$ cat src/hw/bmu_pkg.sv
// Shared types for the bit-manipulation unit. RV32 only.
// The operator enum order has no meaning to the encoding.

package bmu_pkg;

  //////////////////////////////
  // Configuration
  //////////////////////////////

  // Enabled B-extension subset
  typedef enum logic [1:0] {
    NONE,              // No B support, everything decodes illegal
    ZBA_ZBB_ZBS,       // Zba, Zbb and Zbs
    ZBA_ZBB_ZBC_ZBS    // Full set including carry-less multiply
  } b_ext_e;

  // Major opcodes
  localparam logic [6:0] OPCODE_OP    = 7'h33;
  localparam logic [6:0] OPCODE_OPIMM = 7'h13;

  //////////////////////////////
  // Operators
  //////////////////////////////

  typedef enum logic [4:0] {
    BMU_SH1ADD, BMU_SH2ADD, BMU_SH3ADD,                  // Zba
    BMU_MIN, BMU_MINU, BMU_MAX, BMU_MAXU,                // Zbb compare
    BMU_ANDN, BMU_ORN, BMU_XNOR,                         // Zbb logic with inversion
    BMU_ROL, BMU_ROR,                                    // Zbb rotates
    BMU_ZEXT_H,
    BMU_CLZ, BMU_CTZ, BMU_CPOP,                          // Zbb counts
    BMU_ORC_B, BMU_REV8,
    BMU_SEXT_B, BMU_SEXT_H,
    BMU_CLMUL, BMU_CLMULH, BMU_CLMULR,                   // Zbc
    BMU_BSET, BMU_BCLR, BMU_BINV, BMU_BEXT               // Zbs
  } bmu_op_e;

  //////////////////////////////
  // Decoder and stage payloads
  //////////////////////////////

  // Decoder output, 7 bits
  typedef struct packed {
    bmu_op_e op;
    logic    imm_sel;  // Operand b from the shamt field
    logic    illegal;
  } bmu_ctrl_t;

  // Illegal until a match says otherwise
  localparam bmu_ctrl_t BMU_CTRL_ILLEGAL = '{
    op:      BMU_SH1ADD,
    imm_sel: 1'b0,
    illegal: 1'b1
  };

  // Stage 1 payload, 76 bits
  typedef struct packed {
    bmu_ctrl_t   ctrl;
    logic [31:0] rs1;
    logic [31:0] rs2;
    logic [4:0]  imm;  // instr[24:20]
  } bmu_issue_t;

  // Stage 2 payload, 33 bits
  typedef struct packed {
    logic [31:0] result;
    logic        illegal;
  } bmu_result_t;

endpackage

$ cat src/hw/bmu_decoder.sv
// Decodes RV32 Zba/Zbb/Zbc/Zbs encodings only
// Base RV32I encodings and any disabled subset come out illegal
`timescale 1ns/100ps

module bmu_decoder import bmu_pkg::*; #(
  parameter b_ext_e B_EXT = NONE
) (
  input  logic [31:0] instr_i,
  output bmu_ctrl_t   ctrl_o
);

  // Subset enables
  localparam bit ZBA_EN = (B_EXT == ZBA_ZBB_ZBS) || (B_EXT == ZBA_ZBB_ZBC_ZBS);
  localparam bit ZBB_EN = (B_EXT == ZBA_ZBB_ZBS) || (B_EXT == ZBA_ZBB_ZBC_ZBS);
  localparam bit ZBS_EN = (B_EXT == ZBA_ZBB_ZBS) || (B_EXT == ZBA_ZBB_ZBC_ZBS);
  localparam bit ZBC_EN = (B_EXT == ZBA_ZBB_ZBC_ZBS);

  logic [6:0] opcode;
  logic [6:0] funct7;
  logic [4:0] rs2_fld;
  logic [2:0] funct3;

  assign opcode  = instr_i[6:0];
  assign funct7  = instr_i[31:25];
  assign rs2_fld = instr_i[24:20];  // Also shamt or unary sub-op
  assign funct3  = instr_i[14:12];

  // Build a legal control word when the owning subset is on
  function automatic bmu_ctrl_t match(input bmu_op_e op, input logic en, input logic imm);
    bmu_ctrl_t c;
    c = BMU_CTRL_ILLEGAL;
    if (en) begin
      c.op      = op;
      c.imm_sel = imm;
      c.illegal = 1'b0;
    end
    return c;
  endfunction

  always_comb begin
    ctrl_o = BMU_CTRL_ILLEGAL;  // Default until matched

    unique case (opcode)

      //////////////////////////////
      // Register forms
      //////////////////////////////
      OPCODE_OP: begin
        unique case ({funct7, funct3})
          {7'b0010000, 3'b010}: ctrl_o = match(BMU_SH1ADD, ZBA_EN, 1'b0);
          {7'b0010000, 3'b100}: ctrl_o = match(BMU_SH2ADD, ZBA_EN, 1'b0);
          {7'b0010000, 3'b110}: ctrl_o = match(BMU_SH3ADD, ZBA_EN, 1'b0);

          {7'b0000101, 3'b100}: ctrl_o = match(BMU_MIN,  ZBB_EN, 1'b0);
          {7'b0000101, 3'b101}: ctrl_o = match(BMU_MINU, ZBB_EN, 1'b0);
          {7'b0000101, 3'b110}: ctrl_o = match(BMU_MAX,  ZBB_EN, 1'b0);
          {7'b0000101, 3'b111}: ctrl_o = match(BMU_MAXU, ZBB_EN, 1'b0);

          {7'b0100000, 3'b111}: ctrl_o = match(BMU_ANDN, ZBB_EN, 1'b0);
          {7'b0100000, 3'b110}: ctrl_o = match(BMU_ORN,  ZBB_EN, 1'b0);
          {7'b0100000, 3'b100}: ctrl_o = match(BMU_XNOR, ZBB_EN, 1'b0);
          {7'b0110000, 3'b001}: ctrl_o = match(BMU_ROL,  ZBB_EN, 1'b0);
          {7'b0110000, 3'b101}: ctrl_o = match(BMU_ROR,  ZBB_EN, 1'b0);

          // zext.h has rs2 hardwired to x0
          {7'b0000100, 3'b100}: begin
            ctrl_o = match(BMU_ZEXT_H, ZBB_EN && (rs2_fld == 5'b00000), 1'b0);
          end

          {7'b0000101, 3'b001}: ctrl_o = match(BMU_CLMUL,  ZBC_EN, 1'b0);
          {7'b0000101, 3'b011}: ctrl_o = match(BMU_CLMULH, ZBC_EN, 1'b0);
          {7'b0000101, 3'b010}: ctrl_o = match(BMU_CLMULR, ZBC_EN, 1'b0);

          {7'b0010100, 3'b001}: ctrl_o = match(BMU_BSET, ZBS_EN, 1'b0);
          {7'b0100100, 3'b001}: ctrl_o = match(BMU_BCLR, ZBS_EN, 1'b0);
          {7'b0110100, 3'b001}: ctrl_o = match(BMU_BINV, ZBS_EN, 1'b0);
          {7'b0100100, 3'b101}: ctrl_o = match(BMU_BEXT, ZBS_EN, 1'b0);

          default: ctrl_o = BMU_CTRL_ILLEGAL;  // Unknown funct7/funct3
        endcase
      end

      //////////////////////////////
      // Immediate forms
      //////////////////////////////
      OPCODE_OPIMM: begin
        unique casez ({funct7, rs2_fld, funct3})
          // Unary ops pick the operation through the rs2 field
          {7'b0110000, 5'b00000, 3'b001}: ctrl_o = match(BMU_CLZ,    ZBB_EN, 1'b0);
          {7'b0110000, 5'b00001, 3'b001}: ctrl_o = match(BMU_CTZ,    ZBB_EN, 1'b0);
          {7'b0110000, 5'b00010, 3'b001}: ctrl_o = match(BMU_CPOP,   ZBB_EN, 1'b0);
          {7'b0110000, 5'b00100, 3'b001}: ctrl_o = match(BMU_SEXT_B, ZBB_EN, 1'b0);
          {7'b0110000, 5'b00101, 3'b001}: ctrl_o = match(BMU_SEXT_H, ZBB_EN, 1'b0);
          {7'b0010100, 5'b00111, 3'b101}: ctrl_o = match(BMU_ORC_B,  ZBB_EN, 1'b0);
          {7'b0110100, 5'b11000, 3'b101}: ctrl_o = match(BMU_REV8,   ZBB_EN, 1'b0);

          // Shamt forms, bit 25 must be zero on RV32
          {7'b0110000, 5'b?????, 3'b101}: ctrl_o = match(BMU_ROR,  ZBB_EN, 1'b1); // rori
          {7'b0010100, 5'b?????, 3'b001}: ctrl_o = match(BMU_BSET, ZBS_EN, 1'b1); // bseti
          {7'b0100100, 5'b?????, 3'b001}: ctrl_o = match(BMU_BCLR, ZBS_EN, 1'b1); // bclri
          {7'b0110100, 5'b?????, 3'b001}: ctrl_o = match(BMU_BINV, ZBS_EN, 1'b1); // binvi
          {7'b0100100, 5'b?????, 3'b101}: ctrl_o = match(BMU_BEXT, ZBS_EN, 1'b1); // bexti

          default: ctrl_o = BMU_CTRL_ILLEGAL;
        endcase
      end

      default: ctrl_o = BMU_CTRL_ILLEGAL;  // Foreign opcode

    endcase
  end

endmodule

$ cat src/hw/bmu_clmul.sv
// Single-cycle 32x32 carry-less multiply, purely combinational
// Deep XOR tree, so it sets the critical path of the ALU stage
`timescale 1ns/100ps

module bmu_clmul (
  input  logic [31:0] a_i,
  input  logic [31:0] b_i,
  output logic [31:0] clmul_o,   // Low word
  output logic [31:0] clmulh_o,  // High word
  output logic [31:0] clmulr_o   // Reversed, bits 62..31
);

  logic [62:0] prod;  // Bit 63 of the full product is always zero

  // XOR of a shifted copy of a for every set bit of b
  always_comb begin
    prod = '0;
    for (int i = 0; i < 32; i++) begin
      if (b_i[i]) begin
        prod = prod ^ ({31'b0, a_i} << i);
      end
    end
  end

  assign clmul_o  = prod[31:0];
  assign clmulh_o = {1'b0, prod[62:32]};  // Top bit always clear
  assign clmulr_o = prod[62:31];

endmodule

$ cat src/hw/bmu_alu.sv
// Bit-manipulation datapath, no clock
// Result is forced to zero for illegal items
`timescale 1ns/100ps

module bmu_alu import bmu_pkg::*; (
  input  bmu_issue_t  issue_i,
  output logic [31:0] result_o
);

  logic [31:0] rs1;
  logic [31:0] op_b;
  logic [4:0]  sh;         // Shift / bit index
  logic [63:0] rot_l;
  logic [63:0] rot_r;
  logic [5:0]  clz_cnt;
  logic [5:0]  ctz_cnt;
  logic [5:0]  cpop_cnt;
  logic [31:0] orc;
  logic [31:0] rev;
  logic [31:0] clmul;
  logic [31:0] clmulh;
  logic [31:0] clmulr;
  logic [31:0] res;

  assign rs1  = issue_i.rs1;
  assign op_b = issue_i.ctrl.imm_sel ? {27'b0, issue_i.imm} : issue_i.rs2;  // Imm or rs2
  assign sh   = op_b[4:0];

  // Rotates from a doubled operand
  assign rot_l = {rs1, rs1} << sh;   // rol result in upper half
  assign rot_r = {rs1, rs1} >> sh;   // ror result in lower half

  //////////////////////////////
  // Counts
  //////////////////////////////
  always_comb begin
    clz_cnt  = 6'd32;
    ctz_cnt  = 6'd32;
    cpop_cnt = '0;
    for (int i = 0; i < 32; i++) begin
      if (rs1[i]) clz_cnt = 6'(31 - i);       // Last hit is the top set bit
      if (rs1[31 - i]) ctz_cnt = 6'(31 - i);  // Last hit is the bottom set bit
      cpop_cnt = cpop_cnt + 6'(rs1[i]);
    end
  end

  // Byte-wise OR-combine and byte reverse
  always_comb begin
    for (int b = 0; b < 4; b++) begin
      orc[8*b +: 8] = {8{|rs1[8*b +: 8]}};
      rev[8*b +: 8] = rs1[8*(3-b) +: 8];
    end
  end

  bmu_clmul u_clmul (
    .a_i      (rs1),
    .b_i      (op_b),
    .clmul_o  (clmul),
    .clmulh_o (clmulh),
    .clmulr_o (clmulr)
  );

  //////////////////////////////
  // Result select
  //////////////////////////////
  always_comb begin
    case (issue_i.ctrl.op)
      BMU_SH1ADD: res = (rs1 << 1) + op_b;
      BMU_SH2ADD: res = (rs1 << 2) + op_b;
      BMU_SH3ADD: res = (rs1 << 3) + op_b;
      BMU_MIN:    res = ($signed(rs1) < $signed(op_b)) ? rs1 : op_b;
      BMU_MINU:   res = (rs1 < op_b) ? rs1 : op_b;
      BMU_MAX:    res = ($signed(rs1) < $signed(op_b)) ? op_b : rs1;
      BMU_MAXU:   res = (rs1 < op_b) ? op_b : rs1;
      BMU_ANDN:   res = rs1 & ~op_b;
      BMU_ORN:    res = rs1 | ~op_b;
      BMU_XNOR:   res = ~(rs1 ^ op_b);
      BMU_ROL:    res = rot_l[63:32];
      BMU_ROR:    res = rot_r[31:0];
      BMU_ZEXT_H: res = {16'b0, rs1[15:0]};
      BMU_CLZ:    res = {26'b0, clz_cnt};
      BMU_CTZ:    res = {26'b0, ctz_cnt};
      BMU_CPOP:   res = {26'b0, cpop_cnt};
      BMU_ORC_B:  res = orc;
      BMU_REV8:   res = rev;
      BMU_SEXT_B: res = {{24{rs1[7]}}, rs1[7:0]};
      BMU_SEXT_H: res = {{16{rs1[15]}}, rs1[15:0]};
      BMU_CLMUL:  res = clmul;
      BMU_CLMULH: res = clmulh;
      BMU_CLMULR: res = clmulr;
      BMU_BSET:   res = rs1 | (32'b1 << sh);
      BMU_BCLR:   res = rs1 & ~(32'b1 << sh);
      BMU_BINV:   res = rs1 ^ (32'b1 << sh);
      BMU_BEXT:   res = {31'b0, rs1[sh]};
      default:    res = '0;
    endcase
  end

  assign result_o = issue_i.ctrl.illegal ? '0 : res;  // Illegal items carry zero

endmodule

$ cat src/hw/bmu_pipe_reg.sv
// Single-entry valid/ready slice, full rate when downstream is ready
// ready_o depends combinationally on ready_i
`timescale 1ns/100ps

module bmu_pipe_reg #(
  parameter type payload_t = logic [31:0]
) (
  input  logic     clk_i,
  input  logic     rst_n_i,
  input  logic     valid_i,
  output logic     ready_o,
  input  payload_t data_i,
  output logic     valid_o,
  input  logic     ready_i,
  output payload_t data_o
);

  logic     valid_q;
  payload_t data_q;

  assign ready_o = !valid_q || ready_i;  // Empty or draining this cycle

  always_ff @(posedge clk_i) begin
    if (!rst_n_i) begin
      valid_q <= 1'b0;
    end else if (ready_o) begin
      valid_q <= valid_i;  // Load, or empty out on drain with no new item
    end
  end

  // Payload only moves on an upstream transfer
  always_ff @(posedge clk_i) begin
    if (valid_i && ready_o) data_q <= data_i;
  end

  assign valid_o = valid_q;
  assign data_o  = data_q;

endmodule

$ cat src/hw/bmu_top.sv
// Two-stage B-extension execute unit, latency 2 and one item per cycle
// No forwarding or register file, operands arrive with the instruction
`timescale 1ns/100ps

module bmu_top import bmu_pkg::*; #(
  parameter b_ext_e B_EXT = ZBA_ZBB_ZBC_ZBS
) (
  input  logic        clk_i,
  input  logic        rst_n_i,

  // Issue stream
  input  logic        in_valid_i,
  output logic        in_ready_o,
  input  logic [31:0] in_instr_i,
  input  logic [31:0] in_rs1_i,
  input  logic [31:0] in_rs2_i,

  // Result stream
  output logic        out_valid_o,
  input  logic        out_ready_i,
  output logic [31:0] out_result_o,
  output logic        out_illegal_o
);

  bmu_ctrl_t   dec_ctrl;
  logic        issue_valid;
  logic        issue_ready;   // Result slice ready back to issue slice
  bmu_issue_t  issue_q;
  logic [31:0] alu_result;
  bmu_result_t result_q;

  //////////////////////////////
  // Decode and issue stage
  //////////////////////////////
  bmu_decoder #(
    .B_EXT (B_EXT)
  ) u_decoder (
    .instr_i (in_instr_i),
    .ctrl_o  (dec_ctrl)
  );

  bmu_pipe_reg #(
    .payload_t (bmu_issue_t)
  ) u_issue_reg (
    .clk_i   (clk_i),
    .rst_n_i (rst_n_i),
    .valid_i (in_valid_i),
    .ready_o (in_ready_o),
    .data_i  (bmu_issue_t'{ctrl: dec_ctrl, rs1: in_rs1_i, rs2: in_rs2_i,
                           imm: in_instr_i[24:20]}),
    .valid_o (issue_valid),
    .ready_i (issue_ready),
    .data_o  (issue_q)
  );

  //////////////////////////////
  // Execute and result stage
  //////////////////////////////
  bmu_alu u_alu (
    .issue_i  (issue_q),
    .result_o (alu_result)
  );

  bmu_pipe_reg #(
    .payload_t (bmu_result_t)
  ) u_result_reg (
    .clk_i   (clk_i),
    .rst_n_i (rst_n_i),
    .valid_i (issue_valid),
    .ready_o (issue_ready),
    .data_i  (bmu_result_t'{result: alu_result, illegal: issue_q.ctrl.illegal}),
    .valid_o (out_valid_o),
    .ready_i (out_ready_i),
    .data_o  (result_q)
  );

  assign out_result_o  = result_q.result;
  assign out_illegal_o = result_q.illegal;

endmodule

$ cat config.mk
export PLATFORM = sky130hd
export DESIGN_NAME = bmu_top
export DESIGN_NICKNAME = d
export VERILOG_FILES = /design/src/hw/bmu_pkg.sv /design/src/hw/bmu_decoder.sv /design/src/hw/bmu_clmul.sv /design/src/hw/bmu_alu.sv /design/src/hw/bmu_pipe_reg.sv /design/src/hw/bmu_top.sv
export SDC_FILE = /design/constraint.sdc
export NUM_CORES = 2
export LEC_CHECK = 0
export ABC_AREA = 1
export BUFFER_PORTS_ARGS = -buffer_cell sky130_fd_sc_hd__clkbuf_2
export CORE_UTILIZATION = 40
export DETAILED_ROUTE_END_ITERATION = 8
export PLACE_DENSITY_LB_ADDON = 0.3
export REMOVE_ABC_BUFFERS = 1
export SETUP_SLACK_MARGIN = 0.4
export SLEW_MARGIN = 10
export SYNTH_ARGS = -nofsm -noshare
export SYNTH_HDL_FRONTEND = slang
export SYNTH_SLANG_ARGS = --single-unit
$ cat constraint.sdc
create_clock -name clk_i -period 15.9 [get_ports clk_i]
set_input_delay 0.795 -clock clk_i [delete_from_list [all_inputs] [get_ports clk_i]]
set_output_delay 0.795 -clock clk_i [all_outputs]
set_load 0.05 [all_outputs]
# Word-level counts from Yosys, hierarchy flattened
# Index checks and enable logic that the tools add are counted.
[op_classes] n_addsub=34 n_lt_le_gt_ge=3 eq_ne=55 shift=3 mux=108 bitwise=40 reduce_logical=12
[ops] cell="2-to-1 mux 63 bit" count=31
[ops] cell="one-hot mux 32 bit (27 select lines)" count=1
[ops] cell="2-to-1 mux 6 bit" count=65
[ops] cell="2-to-1 mux 32 bit" count=6
[ops] cell="adder 6 x 1 -> 6 bit" count=30
[ops] cell="one-hot mux 7 bit (20 select lines)" count=1
[ops] cell="adder 32 bit" count=3
[ops] cell="inverter 32 bit" count=3
[ops] cell="== test 15 x 14 -> 1 bit, second input constant" count=6
[ops] cell="one-hot mux 7 bit (12 select lines)" count=1
[ops] cell="== test 10 x 6 -> 1 bit, second input constant" count=8
[ops] cell="== test 10 x 9 -> 1 bit, second input constant" count=8
[ops] cell="AND 32 bit" count=2
[ops] cell="less-than comparator 32 bit" count=2
[ops] cell="bitwise OR 32 bit" count=2
[ops] cell="left shift 64 x 5 -> 64 bit" count=1
[ops] cell="right shift 64 x 5 -> 32 bit" count=1
[ops] cell="bitwise XOR 32 bit" count=2
[ops] cell="bitwise XOR 63 x 33 -> 63 bit" count=1
[ops] cell="bitwise XOR 63 x 34 -> 63 bit" count=1
[ops] cell="bitwise XOR 63 x 35 -> 63 bit" count=1
[ops] cell="bitwise XOR 63 x 36 -> 63 bit" count=1
[ops] cell="bitwise XOR 63 x 37 -> 63 bit" count=1
[ops] cell="bitwise XOR 63 x 38 -> 63 bit" count=1
[ops] cell="other kinds (45)" count=76
[word_totals] ff_bits=111 inputBits=100 out_inout_bits=35

# Longest topological paths before layout
[logic_depth] ltp_word=65 mapped_depth=35 depth_no_buf=33

# By module
# A second synthesis with hierarchy kept.
[hier_totals] cells_unflattened=6137 area_unflattened_um2=35908.2
[by_module_without_submodules] module="bmu_clmul" n_inst=1 cells_each=3083 area_per_inst_um2=16801.1 seq_area_each_um2=0.0
[by_module_without_submodules] module="bmu_alu" n_inst=1 cells_each=2733 area_per_inst_um2=14777.9 seq_area_each_um2=0.0
[by_module_without_submodules] module="bmu_pipe_reg (u_issue_reg)" n_inst=1 cells_each=83 area_per_inst_um2=2333.5 seq_area_each_um2=2302.2
[by_module_without_submodules] module="bmu_pipe_reg (u_result_reg)" n_inst=1 cells_each=40 area_per_inst_um2=1042.2 seq_area_each_um2=1011.0
[by_module_without_submodules] module="bmu_decoder" n_inst=1 cells_each=198 area_per_inst_um2=953.4 seq_area_each_um2=0.0

# Worst setup path after synthesis
# No wires, ideal clock.
[synth_timing] path_type="register -> register" startpoint="register u_issue_reg.data_q (netlist bit u_issue_reg.data_o[38])" endpoint="register u_result_reg.data_q (netlist bit u_result_reg.data_o[5]), data pin" setup_time_ns=0.263 arrival_ns=6.684 t_required_ns=15.637 setup_slack_ns=8.953 stages_incl_launch_ff=29 path_buffers=3 cell_sequence="edfxtp_1 -> clkbuf_1 -> clkinv_1 -> buf_2 -> buf_1 -> ha_1 -> inv_1 -> fa_1 -> fa_1 -> fa_1 -> fa_1 -> fa_1 -> fa_1 -> fa_1 -> fa_1 -> nor2_1 -> nor2_1 -> nor2_1 -> nor2_1 -> inv_1 -> a21oi_1 -> o21ai_0 -> nand3_1 -> a221o_1 -> nor2_1 -> o2111a_1 -> nand4_1 -> a21oi_1 -> a31oi_1"
[synth_between] elab_chain_len=59 elab_cells_between_ends=135
[synth_lines] item="start, declared" line_no="bmu_pipe_reg.sv:19" rtl="payload_t data_q;"
[synth_lines] item="start signal, assigned" line_no="bmu_pipe_reg.sv:33" rtl="if (valid_i && ready_o) data_q <= data_i;"
[synth_lines] item="branches (longest 58 deep; another with adder 6 x 1 -> 6 bit)"
[synth_lines] item="one-hot mux 32 bit (27 select lines) (*)" line_no="bmu_alu.sv:67" rtl="case (issue_i.ctrl.op)"
[synth_lines] item="end signal, assigned" line_no="bmu_pipe_reg.sv:33"
[synth_lines] item="end, declared" line_no="bmu_pipe_reg.sv:19"
# Mark *: on every way between the ends.
# A chain may end at the register's enable or synchronous reset.

# Worst setup path in the final report
[layout_timing] startpoint="register u_issue_reg.data_q (netlist bit u_issue_reg.data_o[37])" endpoint="register u_result_reg.data_q (netlist bit u_result_reg.data_o[2]), data pin"
[layout_between] elab_chain_len=63 elab_cells_between_ends=137
[layout_lines] item="branches (longest 62 deep; another with adder 6 x 1 -> 6 bit)"
[layout_lines] item="one-hot mux 32 bit (27 select lines) (*)" line_no="bmu_alu.sv:67"
# Marks and branches as above.

==> qor.yml <==
reg2reg_to: "u_result_reg.data_o[2]"
cp_data_arrival_time_ns: 8.29
wl_per_cell_um: 30.85
reg2reg_setup_slack_ns: 7.78
cts_root_buf: "clkbuf_16"
cts_buffers: 9
cts_hold_buf: 0
drtPass1Iterations: 9
drive_gt1_frac: 0.07479
grt_pass1_vias: 36550
cts.clk_slew.worst_paths_ns: 0.10
cts_setup_buffers: 0
cts_tree: "done"
wl_um: 198900
fin_area_sq_mm: 0.03499
num_io_pins: 135
synth_area_leaders: "xnor2_1 (16%), nand2_1 (12%), nor2_1 (11%)"
synth_enable_flop_cells: 109
cts_num_sinks: 111
p_total_mw: 2.502
irDropWorstVdd_mv: 0.07229
yosys.area.top_type: "xnor2_1"
avgSynthCellArea_sq_um: 6.084
status: "finished, violations left"
antenna_found_initial: 9
ys.flop_type: "edfxtp_1"
fin_skew_ns: 0.02707
die_area_sq_mm: 0.08381
violations: "design-rule violations"
cts.path.max_buffers: 2
fin_nets: 5628
dp_hpwl_um: 134700
synth-seq-area-share: 0.1002
worstSetupEndpoint: "u_result_reg.data_o[2]"
r2r-start: "u_issue_reg.data_o[37]"
post-route-period-util: 0.5110
placed_area_sq_mm: 0.03466
place.gp.congestion: 1.093
grt_max_degree: 103
cp.required_ns: 16.07
max_slew_margin: 0.02021
antenna_left: 0
yosys_register_bits: 111
htreeDepth: 3
overflow: 0
io_buffers: 124
drc: 4
vias: 40460
synthArstFlopShare: 0
synth_most_common_cell: "nand2_1"
setup_tns_ns: 0
setup-violations-final: 0
fp.dieH_um: 289.5
critPathLaunch: "u_issue_reg.data_o[37]"
clock.fmax_mhz: 123.1
cp-start-kind: "flip-flop"
drt_iter0_drc: 6774
netlist.area_leader.share: 0.1566
rsz0062_at_grt: "no"
p_leak_nw: 14.73
fin_crit_ns: 8.125
critPathKind: "flip-flop to flip-flop"
hold_class: "primary input to flip-flop"
power_density_mw_per_mm2: 71.51
cp-end-kind: "flip-flop"
ctsResizeCount: 0
hold_viol: 0
synth-warning-count: 0
drv_cap: 0
maxSlewViolCount: 0
rows: 105
cp_max_fo: 29
die_w_um: 289.5
syn_area_sq_mm: 0.03306
reg2reg_depth: 21
syn-instance-count: 5434
grt_pass1_wl_um: 274300
core_sq_mm: 0.08198
viasPerCell: 6.274
synthToLayoutAreaGrowth_pct: 5.824
tightest_slew_ns: 1.454
clk-insertion-delay-late_ns: 0.46
grt_use_total: 0.4632
start_util: 0.4033
synth_common_cells: "nand2_1 (1064), nor2_1 (997), xnor2_1 (591), o21ai_0 (395), xor2_1 (366)"
ys_types: 64
worst min path at each step:
stage                     cells after the start                 from                endpoint
after floorplan                               2  u_issue_reg.valid_o    u_result_reg.valid_o
after CTS                                     1         in_rs2_i[24]  u_issue_reg.data_o[29]
after global routing                          1         in_rs2_i[10]  u_issue_reg.data_o[15]
after global placement                        2  u_issue_reg.valid_o    u_result_reg.valid_o
after detailed placement                      2  u_issue_reg.valid_o    u_result_reg.valid_o
final                                         1         in_rs2_i[24]  u_issue_reg.data_o[29]
through the flow:
step	hold WS, ns	cells	worst slack, ns	utilization
global route	0.5033	6445	7.625	0.4267
floorplan	0.4473	5072	8.449	-
CTS	0.4962	6445	8.063	0.4267
detailed placement	0.5264	6429	8.077	0.4228
global placement	0.5134	6429	8.047	0.4228
finish	0.5107	6449	7.775	0.4268
area by class of cell:
type | instances | area, sq um
fillers | 8922 | 46990
multi-input cells | 4569 | 26690
flip-flops and latches | 111 | 3313
repair buffers | 287 | 1844
inverters | 392 | 1473
well taps | 1070 | 1339
clock buffers | 9 | 225.2
clock inverters | 7 | 92.59
diodes | 4 | 10.01
kinds of logic after synthesis:
kind of cell,count (synthesis),synth area share
adder cells (fa/ha/maj),158,0.06592
flip-flops,111,0.1002
XOR/XNOR,957,0.2535
AND/OR/NAND/NOR,2410,0.2939
AO/OA/AOI/OAI,982,0.1726
buffers and inverters,754,0.09502
multiplexers,62,0.01877
flip-flops by register name, summed over array words and instances (netlist names):
signal,flops
u_issue_reg.data_o,76
u_result_reg.data_o,33
u_result_reg.valid_o,1
u_issue_reg.valid_o,1
critical path: stages (launching register included):
cell and delay [ns]:
edfxtp_1 0.33, buf_4 0.47, clkinv_1 0.14, buf_4 0.35
ha_1 0.37, inv_1 0.05, fa_1 0.51, fa_1 0.43
fa_1 0.51, fa_1 0.43, fa_1 0.51, fa_1 0.43
fa_1 0.43, fa_1 0.56, nor2_1 0.07, a2111oi_0 0.84
o211a_1 0.30, nand4_1 0.10, nor3b_1 0.46, o221ai_1 0.28
nor2_1 0.17, nor2_1 0.10
metal layers:
layer / GRT usage / routed length, um / share of wire / vias to the layer above
met5: 0.004545 / 48 / 0.00024 / -
met4: 0.3611 / 18750 / 0.094 / 8
met3: 0.1688 / 29780 / 0.15 / 976
met2: 0.6501 / 77720 / 0.39 / 3313
met1: 0.5691 / 72630 / 0.37 / 18640
li1: - / - / - / 17520
where the power goes:
part           leakage (nW)  switching (mW)  total (mW)  internal (mW)
sequential             1.09          0.0109       0.348          0.337
clock                 0.156           0.157       0.272          0.115
combinational          13.5            1.30        1.88          0.581
total                  14.7            1.47        2.50           1.03
placed cells by master, fill, tap and decap left out, drive strengths merged, types with 27 or more instances in the layout:
| master | instances |
|---|---|
| nand3 | 147 |
| nand4 | 42 |
| buf | 163 |
| inv | 371 |
| xnor2 | 591 |
| ha | 131 |
| o211ai | 44 |
| nor4 | 27 |
| edfxtp | 109 |
| mux2i | 62 |
| nand2 | 1087 |
| a211oi | 28 |
| a21oi | 279 |
| nor2 | 1003 |
| o21ai | 431 |
| o2111ai | 28 |
| clkbuf | 133 |
| fa | 27 |
| clkinv | 28 |
| xor2 | 366 |
| o22ai | 29 |
| nor3 | 57 |
| or2 | 33 |
Power figures use the tool's default switching activity.
